`src/xbar_cfg_pkg.sv`:
```
// Fixed crossbar sizing and address map; interleaved decode assumes BANK_SEL_LSB is 0
package xbar_cfg_pkg;

  // Port and bank counts
  localparam int unsigned NUM_PORTS  = 2;
  localparam int unsigned NUM_BANKS  = 4;
  localparam int unsigned BANK_DEPTH = 16;  // Words per bank

  // Widths
  localparam int unsigned ADDR_W     = 16;  // Word address
  localparam int unsigned DATA_W     = 32;
  localparam int unsigned BANK_IDX_W = $clog2(NUM_BANKS);
  localparam int unsigned LOCAL_W    = $clog2(BANK_DEPTH);

  // Interleaved mode takes the bank number from the low address bits
  localparam int unsigned BANK_SEL_LSB = 0;

  // Anything at or above this word address is unmapped
  localparam int unsigned MAPPED_WORDS = NUM_BANKS * BANK_DEPTH;

  typedef logic [ADDR_W-1:0]     addr_t;
  typedef logic [DATA_W-1:0]     data_t;
  typedef logic [BANK_IDX_W-1:0] bank_idx_t;
  typedef logic [LOCAL_W-1:0]    local_addr_t;

  // Linear mode regions, each BANK_DEPTH words long and aligned to its size
  localparam addr_t REGION_BASE [NUM_BANKS] = '{
    16'h0000,  // Bank 0
    16'h0010,  // Bank 1
    16'h0020,  // Bank 2
    16'h0030   // Bank 3
  };

endpackage

```
`src/xbar_msg_pkg.sv`:
```
// Messages between crossbar stages; every message is a one-cycle strobe without back-pressure
package xbar_msg_pkg;

  // Response status as seen by an initiator
  typedef enum logic [1:0] {
    OKAY     = 2'd0,
    DECERR   = 2'd1,  // Address outside the mapped space
    CONFLICT = 2'd2   // Bank taken by a lower-numbered port
  } status_e;

  // Request from an initiator
  typedef struct packed {
    logic                valid;
    logic                write;
    xbar_cfg_pkg::addr_t addr;
    xbar_cfg_pkg::data_t wdata;
  } port_req_t;

  // Request after address decode
  typedef struct packed {
    logic                      valid;
    logic                      write;
    logic                      decerr;
    xbar_cfg_pkg::bank_idx_t   bank;
    xbar_cfg_pkg::local_addr_t local_addr;
    xbar_cfg_pkg::data_t       wdata;
  } routed_req_t;

  // Outcome of the bank access, kept per port
  typedef struct packed {
    logic    valid;
    logic    write;   // Result stage needs it to zero write data
    status_e status;
  } exec_status_t;

  // Response to an initiator
  typedef struct packed {
    logic                valid;
    status_e             status;
    xbar_cfg_pkg::data_t rdata;
  } port_rsp_t;

endpackage

```
`src/resp_return.sv`:
```
// Result stage, one cycle; rdata is zero for writes and for every non-OKAY response
`timescale 1ns/1ps

module resp_return (
  input  logic                                                    clk_i,
  input  logic                                                    rst_n_i,
  input  xbar_msg_pkg::exec_status_t [xbar_cfg_pkg::NUM_PORTS-1:0] exec_status_i,
  input  xbar_cfg_pkg::data_t        [xbar_cfg_pkg::NUM_PORTS-1:0] exec_rdata_i,
  output xbar_msg_pkg::port_rsp_t    [xbar_cfg_pkg::NUM_PORTS-1:0] rsp_o
);

  import xbar_cfg_pkg::*;
  import xbar_msg_pkg::*;

  port_rsp_t [NUM_PORTS-1:0] rsp_d;
  port_rsp_t [NUM_PORTS-1:0] rsp_q;

  always_comb begin
    for (int p = 0; p < NUM_PORTS; p++) begin
      rsp_d[p].valid  = exec_status_i[p].valid;
      rsp_d[p].status = exec_status_i[p].status;
      // Only a successful read carries bank data
      if (exec_status_i[p].status == OKAY && !exec_status_i[p].write) begin
        rsp_d[p].rdata = exec_rdata_i[p];
      end else begin
        rsp_d[p].rdata = '0;
      end
    end
  end

  always_ff @(posedge clk_i) begin
    if (!rst_n_i) begin
      for (int p = 0; p < NUM_PORTS; p++) begin
        rsp_q[p].valid <= 1'b0;
      end
    end else begin
      rsp_q <= rsp_d;
    end
  end

  assign rsp_o = rsp_q;

  for (genvar p = 0; p < NUM_PORTS; p++) begin : gen_rsp_check
    // Decode errors reach the initiator one cycle later with clean data
    decerr_zero_a: assert property (@(posedge clk_i) disable iff (!rst_n_i)
      (exec_status_i[p].valid && exec_status_i[p].status == DECERR)
        |=> (rsp_o[p].valid && rsp_o[p].rdata == '0))
      else $error("Port %0d returned DECERR with non-zero data", p);
  end

endmodule

```
`config.mk`:
```
export PLATFORM = sky130hd
export DESIGN_NAME = resp_return
export DESIGN_NICKNAME = d
export VERILOG_FILES = /design/src/xbar_cfg_pkg.sv /design/src/xbar_msg_pkg.sv /design/src/resp_return.sv
export SDC_FILE = /design/constraint.sdc
export NUM_CORES = 1
export LEC_CHECK = 0
export BUFFER_PORTS_ARGS = -buffer_cell sky130_fd_sc_hd__buf_4
export CORE_UTILIZATION = 47
export CTS_CLUSTER_DIAMETER = 120
export DETAILED_ROUTE_END_ITERATION = 8
export PLACE_DENSITY_LB_ADDON = 0.1
export SETUP_SLACK_MARGIN = 0.1
export SYNTH_ARGS = -nofsm -noshare
export SYNTH_HDL_FRONTEND = slang
export SYNTH_SLANG_ARGS = --single-unit
```
`constraint.sdc`:
```
create_clock -name clk_i -period 0.9 [get_ports clk_i]
set_input_delay 0.18 -clock clk_i [delete_from_list [all_inputs] [get_ports clk_i]]
set_output_delay 0.18 -clock clk_i [all_outputs]
set_load 0.005 [all_outputs]
```
; Word-level counts from Yosys, hierarchy flattened
; Index checks and enable logic that the tools add are counted.
[op_classes]
reduce_logical = 6
[ops]
columns = op, count
row1 = 2-bit zero test, 2
row2 = 1-bit logical AND, 2
row3 = 1-bit zero test, 2
[word_totals]
output_inout_bits = 70
wordCells = 12
regBits = 70

; Logic depth before layout (Yosys ltp)
[depth]
depth_word = 2
depth_mapped = 2
ltp_nobuf = 1

; Worst setup path after synthesis
; OpenSTA, ideal clock, no wires.
[synth_path]
kind = input -> register
start = input port exec_status_i[2] (netlist bit)
end = register rsp_q, in the netlist rsp_o[0], data pin
arrival_time_ns = 0.471
required_time_ns = 0.637
setup_slack_ns = 0.166
cell_stages = 2
n_path_buf = 1
path_cell_list = buf_2 nor4b_2
[synth_via]
elab_chain_cells = 2
[synth_lines]
columns = item, line_no
row1 = from (decl), resp_return.sv:7  ; input xbar_msg_pkg::exec_status_t [xbar_cfg_pkg::NUM_PORTS-1:0] exec_status_i,
row2 = 1-bit zero test, resp_return.sv:23  ; if (exec_status_i[p].status == OKAY && !exec_status_i[p].write) begin
row3 = 1-bit logical AND, resp_return.sv:23
row4 = to (signal assigned), resp_return.sv:37  ; rsp_q <= rsp_d;
row5 = to (decl), resp_return.sv:16  ; port_rsp_t [NUM_PORTS-1:0] rsp_q;
; No other way between the ends.
; A chain may end at the register's enable or synchronous reset.

; Worst setup path after layout
[layout_path]
start = register rsp_q, in the netlist rsp_o[42]
end = output port rsp_o[42] (netlist bit)
[layout_rtl]
columns = item, line_no
row1 = to (decl), resp_return.sv:9  ; output xbar_msg_pkg::port_rsp_t [xbar_cfg_pkg::NUM_PORTS-1:0] rsp_o
; No word-level cell between the ends.

==> metrics.txt <==
status=finished with violations; failing checks=design-rule violations, negative setup slack; post-route cell area=4520 um2; Crit Path Category=flop to primary output; Total Die Area=7130 um2; most frequent cells in the layout=buf_4 (129), edfxtp_1 (68), nor4b_2 (61); FMAX=0.943 GHz; final core occ=70.1%; CP required=0.72 ns; post-synth net total=228; Die X=84.5 um; Synth Area per Inst=20.8 um2; RSZ-0062 raised after global routing=yes; Seq/Total Area, Yosys=65.2%; Yosys Warn Count=0; H-tree depth=3; Peak VDD IR=1120 uV; max reg flops=70; Post-CTS Hold Fix Bufs=0; first-pass GRT wire length=9820 um; DRT Wirelength=6440 um; Reg clk slew, reported paths=0.07 ns; Cell Area, Placed=4260 um2; cts bufs inserted=9; Synth Instances=154; Placer Congestion=0.696; Setup TNS=-8.11 ns; WP data arrival=0.88 ns; Lkg Pwr=1.65 nW; Mapped Area=3200 um2; wl on met1=2420 um; Slowest cell on crit path=edfxtp_1; Row Count=29; Final ANT Viol Nets=0; Yosys top cell area share=63.9%; Port Buffers=143; DRC=11; Max Slew Vio Count=0; Net Sw Frac=21.1%; metal2 WL=3150 um; most common cell after layout, fill and taps aside=buf_4; pwr dens=1660 nW/um2; clk buf depth=2; Rel. slew slack=64.4%; Vert. Die Dim=84.5 um; vias=1992; crit end category=primary output; fin crit share=118%; crit-path max cell delay=0.42 ns; gr usage total=18.2%; number of max-cap violations=0; Clk pwr share=34.9%; largest net degree at the start of global routing=34; fraction of layout cells with a size suffix above 1=73.8%; CP top delay family=flip-flops; CP bufs+invs=1; fin crit period=1.06 ns; Critical Path Fanout Max=1; CTS Sinks=70; Final Hold Viols=0; DR iter-0 viols=101; # nets final=367; n_diodes=0; Area Growth Syn to Fin=41.6%; Hold/Removal Path Class=input pin to flop; GR Overflow Total=0; PnR worst setup slack=-0.160 ns; Yosys reg bits=70; total core area=6460 um2; crit path cell chain=buf_6; antenna violations before repair=0; root buf cell=clkbuf_8; vias per cell=5.31; Comb pwr share=13.7%; Synth area leader=edfxtp_1; vias in the first global route=1970; # IOs=144; Cell variety after synth=7; Initial Utilization=49.5%; final setup violation count=70; Int Pwr=5.92 mW; top cells by area, synth=edfxtp_1 (64%), nor4b_2 (28%), buf_6 (4.2%); Seq pwr share=51.4%; max layer used=met4; drt wl/cell=17.2 um; TritonCTS clock tree=done; NetSw=1.58 mW; post-detail-place hpwl=4330 um; met3 WL=659 um; drt pass-1 iters=9; type of origin of the critical path=flop; Worst Tran Pin Value=0.533 ns
==> metrics by stage <==
stage | std cells | hold WS, ns | power (mW) | setup slack (ns)
after global placement | 359 | 0.387 | 4.93 | -0.121
final | 375 | 0.0555 | 7.51 | -0.160
after global routing | 375 | 0.0335 | 7.79 | -0.202
after CTS | 375 | 0.0415 | 7.56 | -0.177
after floorplan | 154 | 0.279 | 4.30 | 0.166
after detailed placement | 359 | 0.386 | 4.94 | -0.139
==> power by group through the flow <==
stage	sequential, mW	clock [mW]	combinational (mW)
6_report	3.86	2.62	1.03
3_5_place_dp	3.92	0	1.01
2_1_floorplan	3.95	0	0.346
4_1_cts	3.86	2.68	1.02
5_1_grt	3.88	2.82	1.09
3_3_place_gp	3.92	0	1.01
==> cell usage after synthesis <==
cell type  number
edfxtp_1       68
nor4b_2        60
buf_6          12
buf_2           6
nor4b_1         4
and2_1          2
dfxtp_1         2
==> logic make-up (layout without fill, tap and decap cells) <==
kind of cell  Yosys count  count (layout)  share of synthesized area (%)
buf+inv                18             162                           5.17
flops                  70              70                           65.2
simple gates           66              66                           29.7
==> layer usage <==
metal / vias up / track usage (%)
met4: 0 / 9.86
met5: - / 0
met3: 17 / 7.77
met1: 955 / 21.7
li1: 923 / -
met2: 97 / 28.1
==> final cells by class <==
cell class | instances | area (um2)
Clock buffer | 10 | 128
Clock inverter | 6 | 76.3
Fill cell | 479 | 1930
Multi-Input combinational cell | 66 | 955
Sequential cell | 70 | 2080
Tap cell | 77 | 96.3
Timing Repair Buffer | 146 | 1190
==> final timing paths <==
path	slack, ns	cells after the start	end	from
setup / recovery	-0.16	1	rsp_o[42]	rsp_o[42]$_SDFFCE_PN0P_
hold / removal	0.06	2	rsp_o[34]$_SDFF_PN0_	exec_status_i[3]
==> what timing repair did <==
action                                  4_1_cts  5_1_grt
resized for setup                             5       11
endpoints found under the setup margin       70       71
cloned                                        0        0
pin swaps                                     0        0
setup buffers                                 0        0
(Power assumes the default switching activity.)
