--- src/xbar_cfg_pkg.sv ---
// Fixed crossbar sizing and address map; interleaved decode assumes BANK_SEL_LSB is 0
package xbar_cfg_pkg;

  // Port and bank counts
  localparam int unsigned NUM_PORTS  = 2;
  localparam int unsigned NUM_BANKS  = 4;
  localparam int unsigned BANK_DEPTH = 16;  // Words per bank

  // Widths
  localparam int unsigned ADDR_W     = 16;  // Word address
  localparam int unsigned DATA_W     = 32;
  localparam int unsigned BANK_IDX_W = $clog2(NUM_BANKS);
  localparam int unsigned LOCAL_W    = $clog2(BANK_DEPTH);

  // Interleaved mode takes the bank number from the low address bits
  localparam int unsigned BANK_SEL_LSB = 0;

  // Anything at or above this word address is unmapped
  localparam int unsigned MAPPED_WORDS = NUM_BANKS * BANK_DEPTH;

  typedef logic [ADDR_W-1:0]     addr_t;
  typedef logic [DATA_W-1:0]     data_t;
  typedef logic [BANK_IDX_W-1:0] bank_idx_t;
  typedef logic [LOCAL_W-1:0]    local_addr_t;

  // Linear mode regions, each BANK_DEPTH words long and aligned to its size
  localparam addr_t REGION_BASE [NUM_BANKS] = '{
    16'h0000,  // Bank 0
    16'h0010,  // Bank 1
    16'h0020,  // Bank 2
    16'h0030   // Bank 3
  };

endpackage

--- src/xbar_msg_pkg.sv ---
// Messages between crossbar stages; every message is a one-cycle strobe without back-pressure
package xbar_msg_pkg;

  // Response status as seen by an initiator
  typedef enum logic [1:0] {
    OKAY     = 2'd0,
    DECERR   = 2'd1,  // Address outside the mapped space
    CONFLICT = 2'd2   // Bank taken by a lower-numbered port
  } status_e;

  // Request from an initiator
  typedef struct packed {
    logic                valid;
    logic                write;
    xbar_cfg_pkg::addr_t addr;
    xbar_cfg_pkg::data_t wdata;
  } port_req_t;

  // Request after address decode
  typedef struct packed {
    logic                      valid;
    logic                      write;
    logic                      decerr;
    xbar_cfg_pkg::bank_idx_t   bank;
    xbar_cfg_pkg::local_addr_t local_addr;
    xbar_cfg_pkg::data_t       wdata;
  } routed_req_t;

  // Outcome of the bank access, kept per port
  typedef struct packed {
    logic    valid;
    logic    write;   // Result stage needs it to zero write data
    status_e status;
  } exec_status_t;

  // Response to an initiator
  typedef struct packed {
    logic                valid;
    status_e             status;
    xbar_cfg_pkg::data_t rdata;
  } port_rsp_t;

endpackage

--- src/addr_decode.sv ---
// Decode stage, one cycle; mode_i must stay put while requests from the last two cycles are in flight
`timescale 1ns/1ps

module addr_decode (
  input  logic                                                   clk_i,
  input  logic                                                   rst_n_i,
  input  logic                                                   mode_i,   // 1 = interleaved
  input  xbar_msg_pkg::port_req_t   [xbar_cfg_pkg::NUM_PORTS-1:0] req_i,
  output xbar_msg_pkg::routed_req_t [xbar_cfg_pkg::NUM_PORTS-1:0] routed_o
);

  import xbar_cfg_pkg::*;
  import xbar_msg_pkg::*;

  routed_req_t [NUM_PORTS-1:0] routed_d;
  routed_req_t [NUM_PORTS-1:0] routed_q;
  logic        [NUM_PORTS-1:0] region_hit;  // Linear table match per port
  logic                        any_req;

  always_comb begin
    for (int p = 0; p < NUM_PORTS; p++) begin
      routed_d[p].valid = req_i[p].valid;
      routed_d[p].write = req_i[p].write;
      routed_d[p].wdata = req_i[p].wdata;
      region_hit[p]     = 1'b0;

      if (mode_i) begin
        // Bank bits come straight from the address and are dropped from the local index
        routed_d[p].bank       = req_i[p].addr[BANK_SEL_LSB +: BANK_IDX_W];
        routed_d[p].local_addr = req_i[p].addr[BANK_SEL_LSB + BANK_IDX_W +: LOCAL_W];
        routed_d[p].decerr     = (req_i[p].addr >= addr_t'(MAPPED_WORDS));
      end else begin
        routed_d[p].bank       = '0;
        routed_d[p].local_addr = req_i[p].addr[LOCAL_W-1:0];
        for (int b = 0; b < NUM_BANKS; b++) begin
          // Compare only the bits above the in-bank offset
          if (req_i[p].addr[ADDR_W-1:LOCAL_W] == REGION_BASE[b][ADDR_W-1:LOCAL_W]) begin
            routed_d[p].bank = bank_idx_t'(b);
            region_hit[p]    = 1'b1;
          end
        end
        routed_d[p].decerr = !region_hit[p];  // No region claims it
      end
    end
  end

  always_ff @(posedge clk_i) begin
    if (!rst_n_i) begin
      for (int p = 0; p < NUM_PORTS; p++) begin
        routed_q[p].valid <= 1'b0;
      end
    end else begin
      routed_q <= routed_d;
    end
  end

  assign routed_o = routed_q;

  always_comb begin
    any_req = 1'b0;
    for (int p = 0; p < NUM_PORTS; p++) begin
      any_req = any_req | req_i[p].valid;
    end
  end

  // A mode flip under traffic would route in-flight requests by mixed rules
  mode_stable_a: assert property (@(posedge clk_i) disable iff (!rst_n_i)
    ($past(any_req) || $past(any_req, 2)) |-> $stable(mode_i))
    else $error("mode_i changed while requests were in flight");

endmodule

--- config.mk ---
export PLATFORM = sky130hd
export DESIGN_NAME = addr_decode
export DESIGN_NICKNAME = d
export VERILOG_FILES = /design/src/xbar_cfg_pkg.sv /design/src/xbar_msg_pkg.sv /design/src/addr_decode.sv
export SDC_FILE = /design/constraint.sdc
export NUM_CORES = 1
export LEC_CHECK = 0
export BUFFER_PORTS_ARGS = -buffer_cell sky130_fd_sc_hd__buf_4
export CAP_MARGIN = 20
export CORE_MARGIN = 8
export CORE_UTILIZATION = 40
export CTS_BUF_LIST = sky130_fd_sc_hd__clkbuf_8 sky130_fd_sc_hd__clkbuf_16
export CTS_CLUSTER_SIZE = 14
export DETAILED_ROUTE_END_ITERATION = 8
export MAX_ROUTING_LAYER = met4
export PLACE_DENSITY = 0.76
export REMOVE_ABC_BUFFERS = 1
export SYNTH_ARGS = -nofsm -noshare
export SYNTH_HDL_FRONTEND = slang
export SYNTH_SLANG_ARGS = --single-unit
--- constraint.sdc ---
create_clock -name clk_i -period 3.91 [get_ports clk_i]
set_clock_uncertainty 0.2 [all_clocks]
set_input_delay 0.5865 -clock clk_i [delete_from_list [all_inputs] [get_ports clk_i]]
set_output_delay 0.5865 -clock clk_i [all_outputs]
set_load 0.05 [all_outputs]
# Word level (Yosys, flattened, before mapping)
# Cells that the tools add are included.
[word_totals]
register_bits = 82
wordCells = 42
[classes]
magnitude_cmp = 2
n_eq_ne = 6
mux = 18
reduce_logical = 4
[ops]
columns = ["operator", "count"]
rows = [
  ["$eq 12x2->1 const B", 4],
  ["$ge 16x7->1 const B", 2],
  ["$eq 12x1->1 const B", 2],
  ["$logic_not 12->1", 2],
  ["$mux 7", 2],
  ["$mux 1", 12],
  ["$mux 2", 4],
  ["$logic_not 1->1", 2],
]

# Depth between registers and ports, before layout
# Gate-level depths: netlist of the first run.
[logic_depth]
word_depth = 8
ltp_mapped = 4
depth_no_buf = 3

# Worst setup path before layout of the first run
# OpenSTA, ideal clock, no wires.
[synth_timing]
path_kind = "input to register"
startpoint = "input port mode_i"
endpoint = "register routed_q, in the netlist routed_o[34] (data pin)"
arrival_ns = 1.222
setup_slack_ns = 2.228
path_stages = 3
path_buffers = 2
cell_sequence = "buf_2 -> buf_4 -> mux2_2"
[synth_rtl]
columns = ["element", "line_no", "rtl"]
rows = [
  ["start, declared", "addr_decode.sv:7", "input logic mode_i,"],
  ["end signal, assigned", "addr_decode.sv:53", "routed_q <= routed_d;"],
  ["end, declared", "addr_decode.sv:16", "routed_req_t [NUM_PORTS-1:0] routed_q;"],
]

# Final worst setup path of the first run
[layout_timing]
startpoint = "register routed_q, in the netlist routed_o[59]"
endpoint = "output port routed_o[59] (netlist bit)"
[layout_rtl]
columns = ["element", "line_no", "rtl"]
rows = [
  ["end, declared", "addr_decode.sv:9", "output xbar_msg_pkg::routed_req_t [xbar_cfg_pkg::NUM_PORTS-1:0] routed_o"],
]
# No word-level cell between the ends.

==> flow_results.xml, run 1 <==
<?xml version="1.0" encoding="UTF-8"?>
<metrics>
  <group name="global_route">
    <metric name="gr-usage-met3" unit="%">6.76</metric>
    <metric name="first_global_vias" unit="">2067</metric>
    <metric name="grtUsageMet2" unit="%">23.8</metric>
    <metric name="track_usage" unit="%">16.0</metric>
    <metric name="maximum_number_of_pins_on_one_net_before_global_route_repair" unit="">83</metric>
    <metric name="grt_antenna_before_repair" unit="">0</metric>
    <metric name="grt-busiest-layer" unit="">met2</metric>
    <metric name="global_route.overflow_total" unit="">0</metric>
    <metric name="grt_use_met1" unit="%">17.9</metric>
    <metric name="wire_length_of_the_first_global_routing_pass" unit="mm">11.0</metric>
  </group>
  <group name="timing">
    <metric name="layout_min_cycle_time" unit="ps">1730</metric>
    <metric name="clock.fmax" unit="MHz">578</metric>
    <metric name="finalSetupViolCount" unit="">0</metric>
    <metric name="timing_worst_slew_pin_value" unit="ps">995</metric>
    <metric name="grt_setup_unrepaired" unit="">no</metric>
    <metric name="post-route-period-util" unit="%">44.3</metric>
    <metric name="report.final.hold_viol_count" unit="">0</metric>
    <metric name="final-max-slew-violation-count" unit="">0</metric>
    <metric name="fin_worst_setup_slack" unit="ps">2180</metric>
    <metric name="worst_hold_slack" unit="ps">212</metric>
    <metric name="max_slew_headroom" unit="%">33.7</metric>
    <metric name="setup_total_negative_slack" unit="ps">0</metric>
  </group>
  <group name="power_and_ir_drop">
    <metric name="swShare" unit="%">28.6</metric>
    <metric name="cell_int_power" unit="mW">1.55</metric>
    <metric name="p_per_area" unit="mW/mm^2">498</metric>
    <metric name="vdd_ir_drop_max" unit="mV">0.257</metric>
    <metric name="power.net_switching" unit="mW">0.623</metric>
    <metric name="power.share.combinational" unit="%">21.4</metric>
    <metric name="share_of_total_power_in_sequential_cells" unit="%">48.7</metric>
    <metric name="p_clk_share" unit="%">29.9</metric>
    <metric name="total_power" unit="mW">2.18</metric>
    <metric name="leakagePower" unit="nW">1.87</metric>
  </group>
  <group name="cts">
    <metric name="tritoncts_num_sinks" unit="">82</metric>
    <metric name="cts_tree" unit="">yes</metric>
    <metric name="cts_setup_buffers" unit="">0</metric>
    <metric name="clock_path_buffers" unit="">2</metric>
    <metric name="cts_root_buf" unit="">sky130_fd_sc_hd__clkbuf_8</metric>
    <metric name="ctsResizeCount" unit="">0</metric>
    <metric name="clkTransAtPathRegs" unit="ps">90</metric>
    <metric name="cts-hold-fix-buffers" unit="">0</metric>
    <metric name="cts_made_buffers" unit="">9</metric>
    <metric name="ctsHtreeMaxLevel" unit="">3</metric>
  </group>
  <group name="routing">
    <metric name="drt-vias-per-instance" unit="">4.75</metric>
    <metric name="drt_pre_antenna_iters" unit="">4</metric>
    <metric name="postRouteAntennaNets" unit="">0</metric>
    <metric name="dr_total_vias" unit="">1856</metric>
    <metric name="drcViolationCount" unit="">0</metric>
    <metric name="detail_route.iter0.violations" unit="">49</metric>
    <metric name="wl" unit="mm">7.51</metric>
    <metric name="wl_per_cell" unit="um">19.2</metric>
  </group>
  <group name="yosys">
    <metric name="netlist.top_cell.by_area" unit="">sky130_fd_sc_hd__edfxtp_1</metric>
    <metric name="synth.area.top_cells" unit="">sky130_fd_sc_hd__edfxtp_1 89%, sky130_fd_sc_hd__mux2_2 3.4%, sky130_fd_sc_hd__nor4_2 1.9%, sky130_fd_sc_hd__dfxtp_1 1.5%, sky130_fd_sc_hd__o31ai_1 1.1%</metric>
    <metric name="synth_area_per_cell" unit="sq um">23.6</metric>
    <metric name="synth.ff_latch_count" unit="">82</metric>
    <metric name="yosysUniqueCellTypes" unit="">12</metric>
    <metric name="ys_seq_area_share" unit="%">91.0</metric>
    <metric name="total_of_warnings_raised_by_yosys" unit="">0</metric>
    <metric name="netlist_instances" unit="">114</metric>
    <metric name="syn-cell-area" unit="sq mm">0.00269</metric>
    <metric name="synth_largest_type_area_fraction" unit="%">89.5</metric>
  </group>
  <group name="floorplan">
    <metric name="fp-row-count" unit="">30</metric>
    <metric name="chipHeight" unit="um">97.9</metric>
    <metric name="initial_core_util" unit="%">40.4</metric>
    <metric name="pin_count" unit="">185</metric>
    <metric name="dieArea" unit="sq mm">0.00959</metric>
    <metric name="core_area" unit="sq mm">0.00664</metric>
    <metric name="die_w" unit="um">97.9</metric>
  </group>
  <group name="worst_setup_path">
    <metric name="critPathArrivalTime" unit="ps">940</metric>
    <metric name="critical_path.cell_chain" unit="">buf_4</metric>
    <metric name="path_class" unit="">flop to output pin</metric>
    <metric name="cp_slowest_cell" unit="">sky130_fd_sc_hd__edfxtp_1</metric>
    <metric name="timing.critical_path.max_delay_family" unit="">flip-flops</metric>
    <metric name="worst_setup_path_end_kind" unit="">output pin</metric>
    <metric name="critPathBufInv" unit="">1</metric>
    <metric name="required" unit="ps">3120</metric>
    <metric name="path_max_fanout" unit="">1</metric>
    <metric name="critical_path.max_stage_delay" unit="ps">390</metric>
    <metric name="cp-start-kind" unit="">flop</metric>
  </group>
  <group name="placed_design">
    <metric name="place_area" unit="sq mm">0.00415</metric>
    <metric name="numPlacedInstances" unit="">376</metric>
    <metric name="detailedPlace.worstSlack" unit="ps">1950</metric>
    <metric name="finalWeightedCongestion" unit="">0.733</metric>
    <metric name="detailed_place_hpwl" unit="mm">5.98</metric>
    <metric name="io_buffers" unit="">184</metric>
  </group>
  <group name="finish">
    <metric name="layout_commonest_cell" unit="">sky130_fd_sc_hd__buf_4</metric>
    <metric name="final_layout_size_suffix_gt1_share" unit="%">67.8</metric>
    <metric name="largest_register_ffs" unit="">82</metric>
    <metric name="stdcell_area" unit="sq mm">0.00437</metric>
    <metric name="final_cell_mix" unit="">184 x sky130_fd_sc_hd__buf_4, 80 x sky130_fd_sc_hd__edfxtp_1, 9 x sky130_fd_sc_hd__clkbuf_8</metric>
    <metric name="layout-area-overhead-vs-synth" unit="%">62.8</metric>
    <metric name="diodes_inserted" unit="">0</metric>
    <metric name="layout.nets" unit="">410</metric>
    <metric name="final_core_utilization" unit="%">65.8</metric>
    <metric name="fin_cells" unit="">391</metric>
  </group>
  <group name="min_path">
    <metric name="hold_path_class" unit="">primary input to flop</metric>
    <metric name="worst_hold_startpoint" unit="">req_i[54]</metric>
    <metric name="timing.hold.worst_path_depth" unit="">1</metric>
    <metric name="timing.hold.worst_endpoint" unit="">routed_o[45]</metric>
  </group>
  <group name="job">
    <metric name="maxCapViolations" unit="">0</metric>
  </group>
  <group name="run_status">
    <metric name="run_status" unit="">finished clean</metric>
  </group>
</metrics>
[routing by layer]
metal	up-vias	share of wire (%)
met5	-	0
met4	0	2.6
met3	16	13
met2	153	46
met1	850	39
li1	837	-
[cells in the mapped netlist]
| library cell | number |
|---|---|
| sky130_fd_sc_hd__and2_1 | 2 |
| sky130_fd_sc_hd__buf_2 | 1 |
| sky130_fd_sc_hd__buf_4 | 1 |
| sky130_fd_sc_hd__dfxtp_1 | 2 |
| sky130_fd_sc_hd__edfxtp_1 | 80 |
| sky130_fd_sc_hd__inv_1 | 4 |
| sky130_fd_sc_hd__mux2_2 | 8 |
| sky130_fd_sc_hd__nand2_1 | 4 |
| sky130_fd_sc_hd__nand3_1 | 2 |
| sky130_fd_sc_hd__nor2_1 | 2 |
| sky130_fd_sc_hd__nor4_2 | 4 |
| sky130_fd_sc_hd__o31ai_1 | 4 |
[cells by family after synthesis]
family                 count (synthesis)  synth area share [%]
and+or+nand+nor                       14                  3.54
buffers and inverters                  6                  1.02
AOI/OAI and AO/OA                      4                  1.12
DFF                                   82                  91.0
muxes                                  8                  3.36
[power groups by stage]
stage	clock network (mW)	logic, mW	registers (mW)
2_1_floorplan	0	0.0119	1.32
3_3_place_gp	0	0.465	1.08
3_5_place_dp	0	0.470	1.08
4_1_cts	0.669	0.470	1.06
5_1_grt	0.704	0.482	1.07
6_report	0.651	0.466	1.06
[final cells by class]
| cell class | instances | area [sq um] |
|---|---|---|
| Timing Repair Buffer | 184 | 1380 |
| Multi-Input combinational cell | 26 | 215 |
| Fill cell | 497 | 2270 |
| Inverter | 4 | 15.0 |
| Clock buffer | 9 | 124 |
| Sequential cell | 82 | 2440 |
| Tap cell | 80 | 100 |
| Clock inverter | 6 | 92.6 |
[worst max-delay path by stage]
stage	from	end	slack (ps)	depth (start not counted)
2_1_floorplan	req_i[91]	routed_o[77]	2410	3
3_3_place_gp	rst_n_i	routed_o[18]	1970	1
4_1_cts	routed_o[67]	routed_o[67]	2140	1
6_report	routed_o[59]	routed_o[59]	2180	1
5_1_grt	routed_o[50]	routed_o[50]	2120	1
3_5_place_dp	rst_n_i	routed_o[72]	1950	1
Note: power is estimated with default switching activity, not from simulation.
==> inputs of run 2 (changes only) <==
- ABC_AREA: not set -> 1
- CORE_UTILIZATION: 40 -> 37
- PLACE_DENSITY: 0.76 -> 0.73
- clock period: 3.91 -> 1.56 ns (I/O delays scaled with it)
==> run 2 against run 1 <==
Die area grew 10%. Synthesized cell count grew 25%. Sequential share of layout area shrank 9.7 points. Synthesized area grew 3.6%. Global-route usage grew 0.58 points. Combinational power grew to 2.9 times the previous value. Largest power group unchanged.
==> flow_results.xml, run 2 <==
<?xml version="1.0" encoding="UTF-8"?>
<metrics>
  <group name="timing">
    <metric name="setup_total_negative_slack" unit="ps">0</metric>
    <metric name="fin_worst_setup_slack" unit="ps">163</metric>
    <metric name="layout_min_cycle_time" unit="ps">1400</metric>
    <metric name="grt_setup_unrepaired" unit="">no</metric>
    <metric name="finalSetupViolCount" unit="">0</metric>
    <metric name="final-max-slew-violation-count" unit="">0</metric>
    <metric name="post-route-period-util" unit="%">89.5</metric>
    <metric name="clock.fmax" unit="MHz">716</metric>
    <metric name="max_slew_headroom" unit="%">84.1</metric>
    <metric name="timing_worst_slew_pin_value" unit="ps">238</metric>
    <metric name="report.final.hold_viol_count" unit="">0</metric>
  </group>
  <group name="yosys">
    <metric name="ys_seq_area_share" unit="%">87.8</metric>
    <metric name="yosysUniqueCellTypes" unit="">14</metric>
    <metric name="async_reset_ff_share" unit="%">0</metric>
    <metric name="total_of_warnings_raised_by_yosys" unit="">0</metric>
    <metric name="netlist_instances" unit="">142</metric>
    <metric name="synth_area_per_cell" unit="sq um">19.6</metric>
    <metric name="yosys.cell_count.top_type" unit="">sky130_fd_sc_hd__edfxtp_1</metric>
    <metric name="leading_register_cell_type_out_of_synthesis" unit="">sky130_fd_sc_hd__edfxtp_1</metric>
    <metric name="syn-cell-area" unit="sq mm">0.00278</metric>
    <metric name="synth.area.top_cells" unit="">sky130_fd_sc_hd__edfxtp_1 86%, sky130_fd_sc_hd__mux2_4 2.2%, sky130_fd_sc_hd__nand2_1 1.9%, sky130_fd_sc_hd__nor2_1 1.6%, sky130_fd_sc_hd__nor2_4 1.6%</metric>
    <metric name="synth.ff_latch_count" unit="">82</metric>
    <metric name="synth_largest_type_area_fraction" unit="%">86.4</metric>
    <metric name="synth_enable_flop_cells" unit="">80</metric>
    <metric name="netlist.top_cell.by_area" unit="">sky130_fd_sc_hd__edfxtp_1</metric>
    <metric name="synth_top_cells_by_count" unit="">80 x sky130_fd_sc_hd__edfxtp_1, 14 x sky130_fd_sc_hd__nand2_1, 12 x sky130_fd_sc_hd__nor2_1</metric>
  </group>
  <group name="finish">
    <metric name="largest_register_ffs" unit="">82</metric>
    <metric name="final_layout_size_suffix_gt1_share" unit="%">51.3</metric>
    <metric name="layout.nets" unit="">517</metric>
    <metric name="diodes_inserted" unit="">0</metric>
    <metric name="layout-area-overhead-vs-synth" unit="%">90.2</metric>
    <metric name="layout_commonest_cell" unit="">sky130_fd_sc_hd__buf_4</metric>
    <metric name="final_cell_mix" unit="">184 x sky130_fd_sc_hd__buf_4, 80 x sky130_fd_sc_hd__edfxtp_1, 76 x sky130_fd_sc_hd__dlygate4sd3_1</metric>
  </group>
  <group name="worst_setup_path">
    <metric name="path_class" unit="">flop to output pin</metric>
    <metric name="cp_slowest_cell" unit="">sky130_fd_sc_hd__edfxtp_1</metric>
    <metric name="critPathArrivalTime" unit="ps">960</metric>
    <metric name="timing.critical_path.max_delay_family" unit="">flip-flops</metric>
    <metric name="critPathBufInv" unit="">1</metric>
    <metric name="path_max_fanout" unit="">1</metric>
    <metric name="required" unit="ps">1130</metric>
    <metric name="worst_setup_path_end_kind" unit="">output pin</metric>
    <metric name="critical_path.cell_chain" unit="">buf_4</metric>
    <metric name="critPathCapture" unit="">routed_o[0]</metric>
    <metric name="critical_path.max_stage_delay" unit="ps">410</metric>
    <metric name="startpoint" unit="">routed_o[0]</metric>
    <metric name="cp-start-kind" unit="">flop</metric>
    <metric name="critical_path_cell_count" unit="">1</metric>
  </group>
  <group name="cts">
    <metric name="cts_root_buf" unit="">sky130_fd_sc_hd__clkbuf_8</metric>
    <metric name="tritoncts_num_sinks" unit="">82</metric>
    <metric name="cts_setup_buffers" unit="">0</metric>
    <metric name="ctsHtreeMaxLevel" unit="">3</metric>
    <metric name="clock_path_buffers" unit="">2</metric>
    <metric name="clkTransAtPathRegs" unit="ps">80</metric>
    <metric name="cts_tree" unit="">yes</metric>
    <metric name="cts_made_buffers" unit="">9</metric>
  </group>
  <group name="run_status">
    <metric name="run_status" unit="">finished clean</metric>
  </group>
  <group name="routing">
    <metric name="postRouteAntennaNets" unit="">0</metric>
    <metric name="dr_total_vias" unit="">2228</metric>
    <metric name="drt-vias-per-instance" unit="">4.30</metric>
    <metric name="wl_per_cell" unit="um">17.0</metric>
    <metric name="drt_pre_antenna_iters" unit="">4</metric>
    <metric name="wl" unit="mm">8.81</metric>
    <metric name="drcViolationCount" unit="">0</metric>
    <metric name="detail_route.iter0.violations" unit="">74</metric>
  </group>
  <group name="global_route">
    <metric name="track_usage" unit="%">16.6</metric>
    <metric name="grt_antenna_before_repair" unit="">0</metric>
    <metric name="first_global_vias" unit="">2411</metric>
    <metric name="wire_length_of_the_first_global_routing_pass" unit="mm">12.4</metric>
    <metric name="maximum_number_of_pins_on_one_net_before_global_route_repair" unit="">28</metric>
    <metric name="global_route.overflow_total" unit="">0</metric>
  </group>
  <group name="floorplan">
    <metric name="chipHeight" unit="um">103</metric>
    <metric name="pin_count" unit="">185</metric>
    <metric name="dieArea" unit="sq mm">0.0105</metric>
    <metric name="core_area" unit="sq mm">0.00725</metric>
    <metric name="die_w" unit="um">103</metric>
    <metric name="initial_core_util" unit="%">38.3</metric>
    <metric name="fp-row-count" unit="">31</metric>
  </group>
  <group name="placed_design">
    <metric name="io_buffers" unit="">184</metric>
    <metric name="finalWeightedCongestion" unit="">0.717</metric>
    <metric name="detailedPlace.worstSlack" unit="ps">325</metric>
  </group>
  <group name="job">
    <metric name="maxCapViolations" unit="">0</metric>
  </group>
  <group name="power_and_ir_drop">
    <metric name="vdd_ir_drop_max" unit="mV">0.491</metric>
    <metric name="p_per_area" unit="mW/mm^2">1050</metric>
    <metric name="leakagePower" unit="nW">2.31</metric>
  </group>
  <group name="min_path">
    <metric name="hold_path_class" unit="">primary input to flop</metric>
  </group>
</metrics>
[run 2: changes by cell type after synthesis, sizes merged, moves of 4 or more]
cell,previous run,this run
or2,0,4
nor2,2,16
a21oi,0,4
mux2,8,4
inv,4,10
nor4,4,0
o31ai,4,0
nand2,4,16
[run 2: repair_timing]
item / CTS / global route
endpoints found under the hold margin: 76 / 0
hold buffers: 76 / 0
gates resized for setup: 0 / 0
[run 2: per-layer routing]
metal	GRT usage [%]	up-vias	wire length, um
met1	15.6	1046	3020
met3	5.54	11	666
met5	-	-	0
met2	30.8	113	4980
li1	-	1058	-
met4	5.76	0	134
[run 2: where the power goes]
group	internal, mW	leakage [nW]	switching (mW)	total (mW)
logic	0.535	1.41	0.835	1.37
clock network	0.750	0.0962	0.770	1.52
registers	2.61	0.800	0.0525	2.66
total	3.89	2.31	1.66	5.55
[run 2: through the flow]
step / instance area (sq um) / instances / utilization, % / total power [mW] / hold slack, ps
detailed placement: 4330 / 426 / 59.7 / 3.92 / 213
finish: 5290 / 518 / 73.0 / 5.55 / 45.3
global route: 5290 / 518 / 73.0 / 5.75 / 33.1
floorplan: 2770 / 140 / - / 3.37 / 127
global placement: 4330 / 426 / 59.7 / 3.90 / 212
CTS: 5290 / 518 / 73.0 / 5.59 / 23.7
[run 2: area by class of cell]
type	count	area (sq um)
clock inverters	7	76.3
flip-flops and latches	82	2440
fillers	454	1960
repair buffers	263	2200
inverters	10	37.5
multi-input cells	48	285
clock buffers	9	124
well taps	99	124
[run 2: cell families after synthesis]
logic type	synth area share (%)
AOI/OAI and AO/OA	0.720
buffers and inverters	1.93
DFF	87.8
muxes	2.16
and+or+nand+nor	7.38
[run 2: worst min-delay path by stage]
| stage | from | end | slack (ps) | cells after the start |
|---|---|---|---|---|
| 3_3_place_gp | req_i[59] | routed_o[50] | 210 | 1 |
| 3_5_place_dp | req_i[20] | routed_o[20] | 210 | 1 |
| 4_1_cts | req_i[87] | routed_o[76] | 20 | 3 |
| 6_report | req_i[37] | routed_o[35] | 50 | 3 |
| 5_1_grt | req_i[36] | routed_o[34] | 30 | 3 |
| 2_1_floorplan | req_i[49] | routed_o[40] | 130 | 2 |
